--- src/verilog/cache_pkg.sv ---
package cache_pkg;

    // Bus widths
    localparam int ADDR_W = 32;  // Byte address
    localparam int DATA_W = 32;  // One data word

    typedef logic [ADDR_W-1:0] addr_t;
    typedef logic [DATA_W-1:0] data_t;

    // Bits below OFFSET_LSB select a byte and are ignored
    localparam int OFFSET_LSB    = 2;

    // Word within a line
    localparam int WORD_OFFSET_W = 2;  // Four words per line

    // Set index sits right above the word offset
    // Tag takes all remaining upper bits

endpackage

--- src/verilog/cache_ctrl.sv ---
`timescale 1ns/1ps

module cache_ctrl #(
    parameter int NUM_SETS  = 2,    // Power of two, at least 2
    parameter int MEM_WORDS = 256   // Backing memory depth in words
) (
    input  logic             clk,
    input  logic             rst,
    input  logic             q_empty,
    input  logic             q_wr,
    input  cache_pkg::addr_t q_addr,
    input  cache_pkg::data_t q_wdata,
    output logic             pop,
    output logic             mem_re,
    output logic             mem_we,
    output cache_pkg::addr_t mem_addr,
    output cache_pkg::data_t mem_wdata,
    input  logic             mem_rvalid,
    input  cache_pkg::data_t mem_rdata,
    output logic             resp_valid,
    output cache_pkg::data_t resp_rdata,
    output logic             resp_hit
);

    import cache_pkg::*;

    localparam int LINE_WORDS = 2 ** WORD_OFFSET_W;
    localparam int SET_W      = $clog2(NUM_SETS);
    localparam int SET_LSB    = OFFSET_LSB + WORD_OFFSET_W;
    localparam int TAG_LSB    = SET_LSB + SET_W;
    localparam int TAG_W      = ADDR_W - TAG_LSB;
    localparam int MEM_W      = $clog2(MEM_WORDS);

    typedef enum logic [1:0] {
        ST_IDLE,      // Waiting for a queued request
        ST_LOOKUP,    // Tag compare, write or miss issued here
        ST_WAIT_MEM,  // Miss read in flight
        ST_FILL       // Fetched word written into victim way
    } state_t;

    state_t state;

    // Request under service, held from pop to completion
    logic  req_wr;
    addr_t req_addr;
    data_t req_wdata;

    // Storage, indexed [way][set]
    data_t                 data_q  [2][NUM_SETS][LINE_WORDS];
    logic [TAG_W-1:0]      tag_q   [2][NUM_SETS];
    logic [LINE_WORDS-1:0] valid_q [2][NUM_SETS];  // One bit per word
    logic                  mru_q   [NUM_SETS];     // Way touched last

    // Address fields of the held request
    logic [SET_W-1:0]         set_idx;
    logic [WORD_OFFSET_W-1:0] word_idx;
    logic [TAG_W-1:0]         req_tag;
    logic [LINE_WORDS-1:0]    word_bit;

    logic hit_way0;
    logic hit_way1;
    logic hit;
    logic hit_sel;    // Way that hit
    logic victim;     // Way not most recently used
    logic in_lookup;
    logic rd_hit;
    logic fill_done;  // Miss data arriving this cycle

    assign set_idx  = req_addr[SET_LSB +: SET_W];
    assign word_idx = req_addr[OFFSET_LSB +: WORD_OFFSET_W];
    assign req_tag  = req_addr[TAG_LSB +: TAG_W];
    assign word_bit = LINE_WORDS'(1) << word_idx;

    // Tag compare against both ways
    assign hit_way0 = valid_q[0][set_idx][word_idx] && (tag_q[0][set_idx] == req_tag);
    assign hit_way1 = valid_q[1][set_idx][word_idx] && (tag_q[1][set_idx] == req_tag);
    assign hit      = hit_way0 || hit_way1;
    assign hit_sel  = !hit_way0;  // Way 0 takes priority
    assign victim   = !mru_q[set_idx];

    assign in_lookup = (state == ST_LOOKUP);
    assign rd_hit    = in_lookup && !req_wr && hit;
    assign fill_done = (state == ST_WAIT_MEM) && mem_rvalid;

    // Take the head while idle
    assign pop = (state == ST_IDLE) && !q_empty;

    // Memory strobes, sampled by memory at the end of lookup
    assign mem_we    = in_lookup && req_wr;            // Write-through
    assign mem_re    = in_lookup && !req_wr && !hit;   // Single-word miss fetch
    assign mem_addr  = addr_t'(req_addr[OFFSET_LSB +: MEM_W]) << OFFSET_LSB;  // Wrapped
    assign mem_wdata = req_wdata;

    always_ff @(posedge clk) begin
        if (rst) begin
            state <= ST_IDLE;
        end else begin
            case (state)
                ST_IDLE: begin
                    if (!q_empty) begin
                        state <= ST_LOOKUP;
                    end
                end
                ST_LOOKUP: begin
                    if (mem_re) begin
                        state <= ST_WAIT_MEM;
                    end else begin
                        state <= ST_IDLE;  // Hit or write done
                    end
                end
                ST_WAIT_MEM: begin
                    if (mem_rvalid) begin
                        state <= ST_FILL;
                    end
                end
                ST_FILL:  state <= ST_IDLE;
                default:  state <= ST_IDLE;
            endcase
        end
    end

    // Latch head entry on pop
    always_ff @(posedge clk) begin
        if (pop) begin
            req_wr    <= q_wr;
            req_addr  <= q_addr;
            req_wdata <= q_wdata;
        end
    end

    always_ff @(posedge clk) begin
        if (rst) begin
            resp_valid <= 1'b0;
        end else begin
            resp_valid <= rd_hit || fill_done;  // Reads only
        end
    end

    // Response word, also the fill data during ST_FILL
    always_ff @(posedge clk) begin
        if (rd_hit) begin
            resp_rdata <= data_q[hit_sel][set_idx][word_idx];
            resp_hit   <= 1'b1;
        end else if (fill_done) begin
            resp_rdata <= mem_rdata;
            resp_hit   <= 1'b0;
        end
    end

    // Valid bits and MRU
    always_ff @(posedge clk) begin
        if (rst) begin
            for (int w = 0; w < 2; w++) begin
                for (int s = 0; s < NUM_SETS; s++) begin
                    valid_q[w][s] <= '0;
                end
            end
            for (int s = 0; s < NUM_SETS; s++) begin
                mru_q[s] <= 1'b0;
            end
        end else if (in_lookup && hit) begin
            mru_q[set_idx] <= hit_sel;  // Read or write hit
        end else if (state == ST_FILL) begin
            mru_q[set_idx] <= victim;
            if (tag_q[victim][set_idx] != req_tag) begin
                valid_q[victim][set_idx] <= word_bit;  // New tag drops old words
            end else begin
                valid_q[victim][set_idx] <= valid_q[victim][set_idx] | word_bit;
            end
        end
    end

    // Tag and data arrays
    always_ff @(posedge clk) begin
        if (in_lookup && hit && req_wr) begin
            data_q[hit_sel][set_idx][word_idx] <= req_wdata;  // Keep cached copy current
        end
        if (state == ST_FILL) begin
            tag_q[victim][set_idx]            <= req_tag;
            data_q[victim][set_idx][word_idx] <= resp_rdata;
        end
    end

endmodule

--- config.mk ---
export PLATFORM = sky130hd
export DESIGN_NAME = cache_ctrl
export DESIGN_NICKNAME = d
export VERILOG_FILES = /design/src/verilog/cache_pkg.sv /design/src/verilog/cache_ctrl.sv
export SDC_FILE = /design/constraint.sdc
export NUM_CORES = 1
export LEC_CHECK = 0
export ABC_CLOCK_PERIOD_IN_PS = 5750
export BUFFER_PORTS_ARGS = -buffer_cell sky130_fd_sc_hd__buf_2
export CAP_MARGIN = 20
export CORE_UTILIZATION = 54
export CTS_CLUSTER_SIZE = 8
export DETAILED_ROUTE_END_ITERATION = 10
export GPL_ROUTABILITY_DRIVEN = 0
export PLACE_DENSITY = 0.75
export SETUP_SLACK_MARGIN = 0.2
export SYNTH_ARGS = -nofsm -noshare
export SYNTH_HDL_FRONTEND = slang
export SYNTH_SLANG_ARGS = --single-unit
--- constraint.sdc ---
create_clock -name clk -period 5.75 [get_ports clk]
set_clock_uncertainty 0.05 [all_clocks]
set_input_delay 0.8625 -clock clk [delete_from_list [all_inputs] [get_ports clk]]
set_output_delay 0.8625 -clock clk [all_outputs]
set_load 0.05 [all_outputs]
==> out/summary.md <==
The mean post-synth cell area was 17.1 µm²; the maximum VDD drop was 252 µV. After routing the design area is 33800 µm². The remaining antenna violation count after routing was 0. The run finished with clean final reports. Critical path class: reg2out. The clock transition at the registers of the reported paths works out to 50 ps. The leakage dissipation was 0.0121 µW; the total cell area at the placement stage was 31100 µm². By area the synthesized netlist is led by edfxtp_1 75%, mux2i_1 5.9%, mux4_2 2.9%. The post-synthesis compound-gate area fraction works out to 0.0407. The count of different cell masters after synthesis came out at 57.

The tools report the maximum number of pins on one net before global-route repair as 79. In the routed layout, each cell is associated on average with a via count of 6.22. The post-synthesis share of cell area spent on xor and xnor gates is 0.0168, and the total number of vias is 16.5k. The tightest slew margin relative to the limit was 0.201.

Number of antenna violations at the first check in global routing: 0. The synthesized design spends more area on one cell type than any other, namely edfxtp_1. Multiplexer fraction of the synthesized cell area: 0.101.

The logs give 0 for the final hold violation count and 11900 µW for the overall power after layout. Buffers added to address setup during post-CTS repair amount to 0. At the worst endpoint, the required time is 4840 ps. The fraction of layout instances using a drive strength above 1 was 0.229; the final max-slew violation count was 0. The number of gates resized after cts came out at 0.

The per-cell routed wire length is 26.1 µm. The number of clock buffers added by TritonCTS is 102. The global routing usage summed across all routing layers was 0.255. The first global-routing pass estimated 101000 µm of wire.

The number of synthesized register bits works out to 738. The share of the synthesized area in the top cell type was 0.755. The tools report the type of origin of the critical path as a flip-flop. The Yosys step of the flow raised 0 warnings.

The maximum count of clock buffers along a single path is 3, and the number of detailed-route iterations in the first pass is 6. The via count of the first global-routing pass was 16.5k; the minimum clock period after layout was 4740 ps. From synthesis to final layout, the design area changed by 15.9%. The die extent in y was 234 µm. TritonCTS built the clock tree. Maximum clock rate: 0.211 GHz.

The quantity of hold-fixing buffers added after cts is 0. Share of flip-flops with an asynchronous set or reset after synthesis: 0. The root buffer cell was clkbuf_16. The tools report the number of filler cells placed in the layout as 3620. Pin placement for this block handled 202 I/O pins.

In the synthesized netlist, the number of instances is 1703. The logs give 69200 µm for the total wire length and 738 for the number of clock sinks seen by CTS. After detailed routing, the number of remaining DRC violations is 0.

The die is 234 µm wide. Dominant combinational cell family by area after synthesis: multiplexers. Data arrives at the worst endpoint at 3820 ps.

After floorplanning, the core was sized to cover 53000 µm². The antenna cell count was 0; the number of DRC markers after the initial detailed-route iteration was 1640. The initial core utilization was 0.551; the post-detailed-placement half-perimeter wirelength was 39200 µm. Setup repair after global routing left no endpoint under its margin. For the proportion of synthesized chip area in sequential cells, the log shows 0.758.

The adder-cell area share of the yosys netlist is 0, and the power density over cell area is 352 nW/µm². Ranked by instance count, the synthesized netlist is headed by 733 x edfxtp_1, 171 x mux2i_1, 129 x nand2_1, 86 x nor2_1, 61 x nand3_1. The full die area is 54900 µm². Yosys instantiated no cell more often than edfxtp_1. Summed over all layers, the global routing overflow is 0.

In this run, placement finished with an instance count of 2529. Clock latency on the worst-skew pair: 650 ps. STA classifies the critical path endpoint as an output pin. Max-cap violations in this run came to 0. In this run the tool buffered the top-level ports with 175 buffer cells. Among all flip-flop cells after synthesis, the most frequent one is edfxtp_1. After the last flow step, the layout net total stands at 2046.

The synthesized netlist occupies a cell area of 29200 µm². Along the worst path, the maximum fanout reaches 78. Simple-gate area share of the yosys netlist: 0.0613.

The number of core rows was 84; the post-route core utilization was 0.638. Setup violations remaining at the end of the flow were counted as 0. The fraction of the cycle the final worst path needs is 0.824, and the slew at the pin closest to its max-slew limit is 1200 ps. The finished layout holds 2645 standard cells, fillers aside. In this run the worst hold path is classified as in2reg. The clock tree synthesis step divided the H-tree into 3 levels. In this run, synthesis inferred 733 flip-flops with an integrated enable. For the final routed database, the setup TNS stands at 0 ps.
## per-stage QoR
| stage | hold slack (ps) | setup WS, ps |
|---|---|---|
| finish | 343 | 1010 |
| global route | 317 | 801 |
| CTS | 313 | 975 |
| detailed placement | 403 | 1350 |
| global placement | 388 | 1430 |
| floorplan | 494 | 948 |
## layer usage
layer	wire, µm	track usage	vias up	part of all wire
li1	-	-	7099	-
met1	26400	0.339	8215	0.38
met2	34000	0.418	955	0.49
met3	6240	0.0463	190	0.090
met4	2590	0.104	0	0.037
met5	0	0	-	0
## registers in the layout, indices dropped and copies added (netlist names), named ones only
name	cells
data_q	512
tag_q	108
mem_wdata	32
resp_rdata	32
req_addr	30
valid_q	16
mru_q	2
req_wr	1
resp_hit	1
resp_valid	1
state	1
## logic make-up after synthesis
family / after synthesis
flip-flops: 738
AND/OR/NAND/NOR: 382
multiplexers: 243
AO/OA/AOI/OAI: 165
buffers and inverters: 118
XOR/XNOR: 56
other: 1
## area by class of cell
class	instances	area [µm²]	area share
well taps	688	861	0.0255
clock inverters	7	108	0.00318
repair buffers	231	1450	0.0428
multi-input cells	870	6680	0.197
clock buffers	109	2600	0.0769
flip-flops and latches	738	22100	0.654
inverters	2	7.51	0.000222
## cell usage in the layout, fill, tap and decap left out, types with 24 or more instances in the layout
cell type / n
edfxtp_1: 733
buf_2: 175
mux2i_1: 171
nand2_1: 128
clkbuf_16: 103
nor2_1: 65
nand3_1: 61
xnor2_1: 55
buf_4: 44
a31oi_1: 39
mux4_2: 37
mux2_2: 35
o22ai_1: 34
conb_1: 24
## power breakdown
part / internal [µW] / switching [µW] / leakage (µW)
sequential: 6010 / 51.7 / 0.00669
combinational: 169 / 423 / 0.00405
clock: 3150 / 2090 / 0.00132
total: 9330 / 2570 / 0.0121
## worst max-delay path, cell delays in order (launching register included)
cell,delay (ps)
edfxtp_1,380
buf_12,420
mux2i_1,300
xnor2_1,110
nor4_2,450
nand3_1,240
or3_4,650
and3_1,330
buf_2,230
## path summary, 6_finish.rpt
check                         from                       end  slack, ps  depth (start not counted)
max reg2reg  req_addr[3]$_DFFE_PP_  data_q[1][241]$_DFFE_PP_       1250                         11
min reg2reg  resp_hit$_SDFFE_PP1P_     resp_hit$_SDFFE_PP1P_        410                          1
max          req_addr[4]$_DFFE_PP_                    mem_re       1010                          8
min                    q_wdata[27]   mem_wdata[27]$_DFFE_PP_        340                          1
(Power assumes the default switching activity.)
