`config.mk`:
```
export PLATFORM = sky130hd
export DESIGN_NAME = req_fifo
export DESIGN_NICKNAME = d
export VERILOG_FILES = /design/src/verilog/cache_pkg.sv /design/src/verilog/req_fifo.sv
export SDC_FILE = /design/constraint.sdc
export NUM_CORES = 1
export LEC_CHECK = 0
export BUFFER_PORTS_ARGS = -buffer_cell sky130_fd_sc_hd__buf_4
export CORE_MARGIN = 2
export CORE_UTILIZATION = 25
export DETAILED_ROUTE_END_ITERATION = 12
export GPL_ROUTABILITY_DRIVEN = 0
export PLACE_DENSITY_LB_ADDON = 0.3
export SLEW_MARGIN = 10
export SYNTH_ARGS = -nofsm -noshare
export SYNTH_HDL_FRONTEND = slang
export SYNTH_SLANG_ARGS = --single-unit
```
`constraint.sdc`:
```
create_clock -name clk -period 7.9 [get_ports clk]
set_input_delay 0.395 -clock clk [delete_from_list [all_inputs] [get_ports clk]]
set_output_delay 0.395 -clock clk [all_outputs]
set_load 0.01 [all_outputs]
```
`src/verilog/cache_pkg.sv`:
```
package cache_pkg;

    // Bus widths
    localparam int ADDR_W = 32;  // Byte address
    localparam int DATA_W = 32;  // One data word

    typedef logic [ADDR_W-1:0] addr_t;
    typedef logic [DATA_W-1:0] data_t;

    // Bits below OFFSET_LSB select a byte and are ignored
    localparam int OFFSET_LSB    = 2;

    // Word within a line
    localparam int WORD_OFFSET_W = 2;  // Four words per line

    // Set index sits right above the word offset
    // Tag takes all remaining upper bits

endpackage

```
`src/verilog/req_fifo.sv`:
```
`timescale 1ns/1ps

module req_fifo #(
    parameter int FIFO_DEPTH = 4  // Power of two, at least 2
) (
    input  logic             clk,
    input  logic             rst,
    input  logic             push,
    input  logic             push_wr,
    input  cache_pkg::addr_t push_addr,
    input  cache_pkg::data_t push_wdata,
    input  logic             pop,
    output logic             empty,
    output logic             full,
    output logic             head_wr,
    output cache_pkg::addr_t head_addr,
    output cache_pkg::data_t head_wdata
);

    import cache_pkg::*;

    localparam int PTR_W = $clog2(FIFO_DEPTH);
    localparam int CNT_W = $clog2(FIFO_DEPTH + 1);

    // Entry storage
    logic  wr_q    [FIFO_DEPTH];
    addr_t addr_q  [FIFO_DEPTH];
    data_t wdata_q [FIFO_DEPTH];

    logic [PTR_W-1:0] rd_ptr;  // Head slot
    logic [PTR_W-1:0] wr_ptr;  // Next free slot
    logic [CNT_W-1:0] count;   // Occupancy

    logic do_push;
    logic do_pop;

    assign empty   = (count == '0);
    assign full    = (count == CNT_W'(FIFO_DEPTH));
    assign do_push = push && !full;  // Dropped when full
    assign do_pop  = pop && !empty;

    // Head shown combinationally
    assign head_wr    = wr_q[rd_ptr];
    assign head_addr  = addr_q[rd_ptr];
    assign head_wdata = wdata_q[rd_ptr];

    always_ff @(posedge clk) begin
        if (rst) begin
            rd_ptr <= '0;
            wr_ptr <= '0;
            count  <= '0;
        end else begin
            if (do_push) begin
                wr_ptr <= wr_ptr + 1'b1;  // Wraps at depth
            end
            if (do_pop) begin
                rd_ptr <= rd_ptr + 1'b1;
            end
            case ({do_push, do_pop})
                2'b10:   count <= count + 1'b1;
                2'b01:   count <= count - 1'b1;
                default: count <= count;  // Idle or push and pop together
            endcase
        end
    end

    // Payload write
    always_ff @(posedge clk) begin
        if (do_push) begin
            wr_q[wr_ptr]    <= push_wr;
            addr_q[wr_ptr]  <= push_addr;
            wdata_q[wr_ptr] <= push_wdata;
        end
    end

endmodule

```
==> impl_metrics.toml, run 1 <==
[floorplanning]
ios = 136
dieArea_mm2 = 0.0412
initial_core_util = 0.255
core_mm2 = 0.0388
die_w_um = 203
rows = 72
die_h_um = 203

[cts]
clk_pin_slew_ns = 0.06
postCtsSetupBuffers = 0
clock_path_buffers = 3
cts_resized = 0
insertion_delay_ns = 0.55
clkSinkCount = 269
cts.hold.buffers_added = 0
cts_tree = "built"
cts_buffers = 29
cts_root_buf = "clkbuf_16"
h-tree-depth = 1

[timing]
max_freq_mhz = 303
tightest_slew_ns = 1.13
hold_viol_final = 0
grt_setup_unrepaired = "false"
slew_viol_final = 0
slew_headroom = 0.249
tns_ns = 0
post-route-period-util = 0.418
finClkSkew_ns = 0.0116
hold_ws_ns = 0.0367
period_needed_ns = 3.30
setup_viol = 0

[global_routing]
grt_first_pass_wirelength_mm = 30.6
grt.total_usage = 0.0975
antenna_found_initial = 0
grt_pass1_vias = 5128
grt_max_degree = 66
grt_overflow_total = 0

[setup_path]
startpoint_type = "flip-flop"
critical_path_required_ns = 7.51
cp_slowest_cell = "dfxtp_4"
worstReg2RegEnd = "count[2]"
critical_path.max_stage_delay_ns = 0.77
arrival_ns = 2.91
critPathMaxFanout = 37
reg2reg_depth = 9
path_buf_inv = 2
cpMostUsedCell = "buf_4"
end_kind = "primary output"
worst-setup-path-type = "flip-flop to primary output"
r2r_start = "count[2]"
regToRegSetupSlack_ns = 5.40
cp_top_family = "buffers and inverters"
path_cells = "buf_4 -> mux4_2 -> buf_4"

[pwr]
p_leak_uw = 0.00409
p_clk_frac = 0.350
p_switching_uw = 1020
sw_frac_of_total = 0.249
power_frac_seq = 0.441
comb_power_share = 0.209
powerDensity_mw_per_mm2 = 329
intPower_uw = 3080
ir_drop_mv = 0.180

[routing]
drtIter0Drc = 202
routedWlPerCell_um = 18.4
drc_errors = 0
finalWirelength_mm = 20.0
ant_nets = 0
first_pass_iters = 6
vias_per_cell = 4.11
dr_total_vias = 4465

[placement]
port_buffers = 135
dp_hpwl_mm = 11.4
placed_cells = 1032

[synthesis]
avgSynthCellArea_um2 = 25.2
ys_top_cells_by_area = "edfxtp_1, mux4_2, dfxtp_1"
ys_warn_count = 0
yosys.area_share.xor_xnor = 0.00265
synthCells = 393
yosysTopAreaCell = "edfxtp_1"
synth_top_area_frac = 0.789
yosys.area_share.simple = 0.0102
yosysSeqAreaShare = 0.807
yosys-mux-area-fraction = 0.149
synthDistinctLibCells = 26
synthAdderAreaFrac = 0.00834
synth_seq_cells = 269
syn-cell-area_mm2 = 0.00990
synth_compound_area_frac = 0.00430
synth_top_family_by_area = "multiplexers"
syn-num-nets = 468

[finish]
layout-drive-gt1-share = 0.438
final_util = 0.321
layout.cells.non_filler = 1086
area_growth_pct = 25.7
final_nets = 620
antenna_cells = 0

[worst_hold_path]
hold_class = "primary input to flip-flop"
hold_depth = 1
whs_endpoint = "addr_q[3][18]"
hp-start = "push_addr[18]"

[job]
maxCapViolCount = 0

[outcome]
status = "completed"
==> placed cells by master (no fill, tap or decap) <==
master / n
dfxtp_4: 2
mux4_2: 65
or3_1: 3
clkinv_2: 2
mux2i_1: 1
a21oi_1: 4
xor2_1: 3
ha_1: 5
nor3_1: 1
inv_1: 8
and2_4: 4
nand2b_1: 2
dfxtp_1: 7
buf_4: 136
clkbuf_16: 29
bufinv_16: 7
o21ai_0: 3
nand2_1: 1
fa_1: 1
edfxtp_1: 260
nor2_1: 5
nor2_2: 1
clkbuf_1: 4
o31ai_1: 1
inv_6: 2
clkinvlp_4: 1
nor3b_1: 1
clkinv_1: 9
==> cell usage after synthesis, drive strengths merged <==
library cell / instances
nor3: 1
xor2: 3
nand2: 1
or3: 3
clkbuf: 1
dfxtp: 9
and2: 4
ha: 5
nor3b: 1
buf: 14
mux4: 65
o31ai: 1
inv: 8
nor2: 6
mux2i: 1
edfxtp: 260
fa: 1
nand2b: 2
a21oi: 4
o21ai: 3
==> logic make-up (layout without fill, tap and decap cells) <==
| family | after synthesis | after routing |
|---|---|---|
| DFF | 269 | 269 |
| adders and majority gates | 6 | 6 |
| AOI/OAI and AO/OA | 8 | 8 |
| xor gates and xnor gates | 3 | 3 |
| buffers and inverters | 23 | 198 |
| and+or+nand+nor | 18 | 18 |
| muxes | 66 | 66 |
==> power by group through the flow <==
stage,logic [uW],registers [uW],clock network [uW]
2_1_floorplan,603,1760,0
3_3_place_gp,868,1830,0
3_5_place_dp,883,1850,0
4_1_cts,886,1820,1480
5_1_grt,923,1830,1530
6_report,856,1810,1440
==> metrics by stage <==
stage | power, uW | cell area [um^2] | setup WS (ns)
3_5_place_dp | 2730 | 11400 | 5.03
2_1_floorplan | 2360 | 9900 | 5.22
3_3_place_gp | 2700 | 11400 | 5.08
4_1_cts | 4180 | 12400 | 4.43
6_report | 4100 | 12400 | 4.60
5_1_grt | 4290 | 12400 | 4.31
==> registers in the layout, summed over array words and instances, names as in the netlist, named ones only <==
register,count
addr_q,128
wdata_q,128
wr_q,4
count,3
rd_ptr,2
wr_ptr,2
==> area by class of cell <==
| cell class | count | area, um^2 |
|---|---|---|
| flip-flops and latches | 269 | 8000 |
| clock buffers | 33 | 741 |
| inverters | 8 | 30.0 |
| well taps | 518 | 648 |
| clock inverters | 21 | 279 |
| multi-input cells | 101 | 1730 |
| fillers | 3711 | 26400 |
| repair buffers | 136 | 1020 |
==> worst reg2reg max path: stages, from the launching register on <==
cell and delay [ns]:
dfxtp_1 0.40, nor3b_1 0.53, nor2_2 0.16, inv_1 0.09, ha_1 0.18, inv_1 0.06
fa_1 0.37, xor2_1 0.16, or3_1 0.32, a21oi_1 0.16
==> metal layers <==
metal	vias up	GRT usage	routed length [um]	part of all wire
met3	41	0.0230	1040	0.052
met5	-	0	0	0
met2	116	0.170	9990	0.50
met4	0	0.0342	505	0.025
met1	2338	0.118	8410	0.42
li1	1970	-	-	-
==> worst max-delay path by stage <==
stage,end,slack [ns],depth (start not counted)
2_1_floorplan,addr_q[2][0],5.22,3
3_3_place_gp,head_wdata[20],5.08,3
3_5_place_dp,head_wdata[20],5.03,3
4_1_cts,head_wdata[20],4.43,3
5_1_grt,head_wdata[20],4.31,3
6_report,head_wdata[20],4.60,3
Power figures use the tool's default switching activity.
==> run 2, diff against run 1 <==
--- a/config.mk
+++ b/config.mk
@@ -5,6 +5,7 @@
 export SDC_FILE = /design/constraint.sdc
 export NUM_CORES = 1
 export LEC_CHECK = 0
+export ABC_AREA = 1
 export BUFFER_PORTS_ARGS = -buffer_cell sky130_fd_sc_hd__buf_4
 export CORE_MARGIN = 2
 export CORE_UTILIZATION = 25
==> constraint.sdc (replaced) <==
create_clock -name clk -period 3.1 [get_ports clk]
set_input_delay 0.155 -clock clk [delete_from_list [all_inputs] [get_ports clk]]
set_output_delay 0.155 -clock clk [all_outputs]
set_load 0.01 [all_outputs]
==> run 2 against run 1 <==
  * Wire length grew 21%
  * Non-clock buffer count increased by 84
  * Power rose to 2.5 times the previous value
  * Synthesized cell count increased by 78%
  * Clock skew decreased by 0.00075 ns
  * Count of clock-buffer cells in the layout grew 5
  * Flip-flop and latch count is the same
  * Register-to-register slack lost 4.4 ns
  * First-iteration DRC count rose by 15%
  * Cell area up 9.3%
  * Clock power up 130%
  * Highest routed layer is now met5
==> impl_metrics.toml, run 2 <==
[pwr]
powerDensity_mw_per_mm2 = 763
ir_drop_mv = 0.501
power_frac_seq = 0.424
sw_frac_of_total = 0.296
p_switching_uw = 3070
comb_power_share = 0.261
intPower_uw = 7300
p_leak_uw = 0.00469
p_clk_frac = 0.315

[routing]
routedWlPerCell_um = 16.5
drc_errors = 0
ant_nets = 0
vias_per_cell = 4.27
dr_total_vias = 6252
first_pass_iters = 5
finalWirelength_mm = 24.1
drtIter0Drc = 232

[synthesis]
async_flop_share = 0
syn-cell-area_mm2 = 0.0104
ys_top_cells_by_area = "edfxtp_1, o21ai_0, nor2_1"
synthDistinctLibCells = 22
synth_seq_cells = 269
avgSynthCellArea_um2 = 14.9
syn-num-nets = 774
yosysSeqAreaShare = 0.765
ys_warn_count = 0
synthFlopType = "edfxtp_1"
yosysMostFrequentCell = "edfxtp_1"
synth_edf_count = 260
synthTopCellsByCount = "edfxtp_1, nor2_1, o21ai_0"
synth_top_area_frac = 0.748
yosysTopAreaCell = "edfxtp_1"
synthCells = 699

[global_routing]
grt_first_pass_wirelength_mm = 36.8
gr-usage-met3 = 0.0213
antenna_found_initial = 3
gr-max-usage-layer = "met2"
use_met1 = 0.138
grt_pass1_vias = 6281
grt_overflow_total = 0
grt_max_degree = 77
grt.total_usage = 0.109
grtUsageMet2 = 0.186

[setup_path]
cp_top_family = "buffers and inverters"
regToRegSetupSlack_ns = 1.03
critical_path.max_stage_delay_ns = 0.62
end_kind = "primary output"
worst-setup-path-type = "flip-flop to primary output"
arrival_ns = 2.24
cpMostUsedCell = "buf_4"
path_buf_inv = 2
critical_path_required_ns = 2.94
path_cells = "buf_4 -> o21ai_0 -> o22ai_1 -> buf_4"
startpoint_type = "flip-flop"
critPathMaxFanout = 76
cp_slowest_cell = "buf_4"

[timing]
hold_viol_final = 0
setup_slack_ns = 0.709
tightest_slew_ns = 0.802
slew_headroom = 0.465
post-route-period-util = 0.771
setup_viol = 0
finClkSkew_ns = 0.0108
max_freq_mhz = 418
slew_viol_final = 0
grt_setup_unrepaired = "false"
period_needed_ns = 2.39

[placement]
port_buffers = 135
post-place-ws_ns = 1.01
dp_hpwl_mm = 13.7

[finish]
mostFrequentLayoutCell = "edfxtp_1"
area_growth_pct = 30.4
final_cell_mix = "edfxtp_1, buf_4, nor2_1"
final_nets = 985
layout-drive-gt1-share = 0.265
reg_top3 = "addr_q x128, wdata_q x128, wr_q x4"
final_util = 0.332

[floorplanning]
die_h_um = 208
core_mm2 = 0.0410
rows = 74
ios = 136
initial_core_util = 0.254
die_w_um = 208
dieArea_mm2 = 0.0434

[worst_hold_path]
hold_class = "primary input to flip-flop"

[cts]
cts_resized = 0
h-tree-depth = 1
postCtsSetupBuffers = 0
cts.hold.buffers_added = 69
clkSinkCount = 269
cts_tree = "built"
clock_path_buffers = 3
cts_buffers = 31
clk_pin_slew_ns = 0.06
cts_root_buf = "clkbuf_16"
insertion_delay_ns = 0.56

[outcome]
status = "completed"

[job]
maxCapViolCount = 0
==> run 2: cell types whose count changed in the layout (fill, tap and decap cells not counted), sizes merged, moves of 11 or more <==
cell / before / now
nor2: 6 / 140
inv: 10 / 21
nand2: 1 / 15
o22ai: 0 / 65
buf: 136 / 151
mux4: 65 / 0
o21ai: 3 / 132
dlygate4sd3: 0 / 69
==> run 2: power by group through the flow <==
stage,clock (uW),sequential (uW),combinational [uW]
6_report,3270,4400,2700
3_5_place_dp,0,4480,2710
4_1_cts,3380,4400,2790
3_3_place_gp,0,4470,2700
5_1_grt,3520,4430,2990
2_1_floorplan,0,4480,1580
==> run 2: layer usage <==
metal  wire [um]  vias up
met1       10700     3053
met2       11600      119
li1            -     3036
met4         583        2
met3        1130       42
met5          13        -
==> run 2: per-stage QoR <==
step / power [uW] / hold slack [ns] / setup TNS, ns / area [um^2] / std cells
final: 10400 / 0.335 / 0 / 13600 / 1463
after global routing: 10900 / 0.317 / 0 / 13600 / 1462
after CTS: 10600 / 0.302 / 0 / 13600 / 1461
after detailed placement: 7190 / 0.359 / 0 / 12000 / 1340
after global placement: 7170 / 0.358 / 0 / 12000 / 1340
after floorplan: 6060 / 0.224 / -193.18 / 10400 / 699
==> run 2: path summary, 6_finish.rpt <==
kind	from	endpoint	cells after the start
setup / recovery	flip-flop	head_addr[31]	4
hold / removal	push_wdata[24]	wdata_q[1][24]	2
hold reg to reg	wr_ptr[0]	wr_ptr[0]	2
setup reg to reg	count[1]	count[2]	12
==> run 2: area by class of cell <==
class                   count  area (um^2)
inverters                  20         80.1
diodes                      2         5.00
well taps                 532          666
clock inverters            14          105
fillers                  4076        27400
multi-input cells         368         2110
clock buffers              38          802
repair buffers            220         1850
flip-flops and latches    269         7990
==> run 2: kinds of logic (layout without fill, tap and decap cells) <==
kind of cell | count (synthesis) | count (layout) | share of synthesized area
AND/OR/NAND/NOR | 160 | 160 | 0.0725
other | 0 | 2 | 0
adder cells (fa/ha/maj) | 6 | 6 | 0.00791
flip-flops | 269 | 269 | 0.765
AO/OA/AOI/OAI | 202 | 202 | 0.118
buffers and inverters | 62 | 292 | 0.0357
==> run 3, diff against run 2 <==
--- a/config.mk
+++ b/config.mk
@@ -5,7 +5,7 @@
 export SDC_FILE = /design/constraint.sdc
 export NUM_CORES = 1
 export LEC_CHECK = 0
-export ABC_AREA = 1
+export ABC_AREA = 0
 export BUFFER_PORTS_ARGS = -buffer_cell sky130_fd_sc_hd__buf_4
 export CORE_MARGIN = 2
 export CORE_UTILIZATION = 25
==> constraint.sdc (replaced) <==
create_clock -name clk -period 2.3 [get_ports clk]
set_input_delay 0.115 -clock clk [delete_from_list [all_inputs] [get_ports clk]]
set_output_delay 0.115 -clock clk [all_outputs]
set_load 0.01 [all_outputs]
==> run 3 against run 2 <==
  * Final cell count is 20% lower
  * Via count decreased by 22%
  * Count of clock-buffer cells in the layout fell by 6
==> impl_metrics.toml, run 3 (synthesis results as in run 1) <==
[outcome]
status = "completed"

[timing]
slew_viol_final = 0
tightest_slew_ns = 0.437
setup_viol = 0
grt_setup_unrepaired = "false"
tns_ns = 0
post-route-period-util = 0.920
hold_viol_final = 0
period_needed_ns = 2.12
slew_headroom = 0.709
finClkSkew_ns = 0.00646
max_freq_mhz = 473

[floorplanning]
core_mm2 = 0.0388
die_w_um = 203
rows = 72
die_h_um = 203
ios = 136
dieArea_mm2 = 0.0412
initial_core_util = 0.255

[routing]
ant_nets = 0
vias_per_cell = 4.13
drtIter0Drc = 159
finalWirelength_mm = 20.7
routedWlPerCell_um = 17.6
first_pass_iters = 4
dr_total_vias = 4854
drc_errors = 0

[finish]
multiInputGateArea_mm2 = 0.00174
nFillCells = 3597
layout.cells.non_filler = 1174
layout-drive-gt1-share = 0.421
reg_top3 = "addr_q x128, wdata_q x128, wr_q x4"
area_growth_pct = 35.8
mostFrequentLayoutCell = "edfxtp_1"
antenna_cells = 0
final-seq-area_mm2 = 0.00800
final_util = 0.346
final_cell_mix = "edfxtp_1, buf_4, dlygate4sd3_1"
final_nets = 708

[cts]
insertion_delay_ns = 0.55
clkSinkCount = 269
clock_path_buffers = 3
cts_tree = "built"
h-tree-depth = 1
cts_buffers = 30
cts_root_buf = "clkbuf_16"
clk_pin_slew_ns = 0.06

[pwr]
powerDensity_mw_per_mm2 = 1070
p_leak_uw = 0.00452
ir_drop_mv = 0.590

[global_routing]
grt_first_pass_wirelength_mm = 31.6
antenna_found_initial = 0
grt_overflow_total = 0
grt_pass1_vias = 5433
grt_max_degree = 31
grt.total_usage = 0.100

[setup_path]
arrival_ns = 2.00
critPathMaxFanout = 24
endpoint = "head_addr[3]"
reg2reg_depth = 9
startpoint_type = "flip-flop"
end_kind = "primary output"
worstReg2RegEnd = "count[2]"
regToRegSetupSlack_ns = 0.20
r2r_start = "count[2]"
critical_path_required_ns = 2.18
worst-setup-path-type = "flip-flop to primary output"

[placement]
dp_hpwl_mm = 12.9
placed_cells = 1049
port_buffers = 135

[worst_hold_path]
hold_depth = 5
hold_class = "primary input to flip-flop"
hp-start = "push"

[job]
maxCapViolCount = 0
## run 3: cell count changes in the layout (fill, tap and decap cells not counted), moves of 24 or more
cell     before  now
o21ai_0      92    3
o21ai_1      35    0
mux4_2        0   65
nor2_1      116    5
o22ai_1      45    0
nor2_4       24    0
## run 3: critical path: stages, from the launching register on
cell and delay [ns]:
dfxtp_4 0.61, buf_4 0.31, mux4_2 0.36, buf_4 0.17
## run 3: routing by layer
layer | up-vias | share of wire | global-route usage
li1 | 2146 | - | -
met1 | 2559 | 0.42 | 0.123
met2 | 123 | 0.51 | 0.177
met3 | 26 | 0.053 | 0.0233
met4 | 0 | 0.020 | 0.0258
met5 | - | 0 | 0
## run 3: how the worst min path moves through the flow
stage	end	slack [ns]
after floorplan	addr_q[0][0]	0.21
after global placement	addr_q[1][12]	0.31
after detailed placement	addr_q[0][12]	0.32
after CTS	wr_ptr[1]	0.09
after global routing	wr_ptr[1]	0.15
final	wr_ptr[1]	0.12
## run 3: area by class of cell
class,instances,share of cell area
Clock buffer,32,0.0580
Clock inverter,23,0.0202
Inverter,8,0.00223
Multi-Input combinational cell,101,0.129
Sequential cell,269,0.595
Tap cell,518,0.0482
Timing Repair Buffer,223,0.147
## run 3: repair_timing
action / in CTS / in global routing
buffers inserted: 2 / 0
gates resized for setup: 0 / 1
hold buffers: 68 / 0
hold endpoints to repair: 269 / 0
setup endpoints to repair: 33 / 1
## run 3: where the power goes
part           switching (uW)  internal (uW)
Sequential                174           5860
Combinational            1550           1890
Clock                    1860           3110
Total                    3590          10900
## run 3: per-stage QoR
| step | setup WS [ns] | power [uW] | hold slack (ns) | cell area, um^2 |
|---|---|---|---|---|
| 2_1_floorplan | 0.0396 | 8110 | 0.214 | 9900 |
| 3_3_place_gp | 0.253 | 9500 | 0.312 | 11700 |
| 3_5_place_dp | 0.111 | 9580 | 0.320 | 11700 |
| 4_1_cts | 0.0857 | 14800 | 0.0854 | 13400 |
| 5_1_grt | 0.0309 | 15100 | 0.146 | 13400 |
| 6_report | 0.184 | 14400 | 0.115 | 13400 |
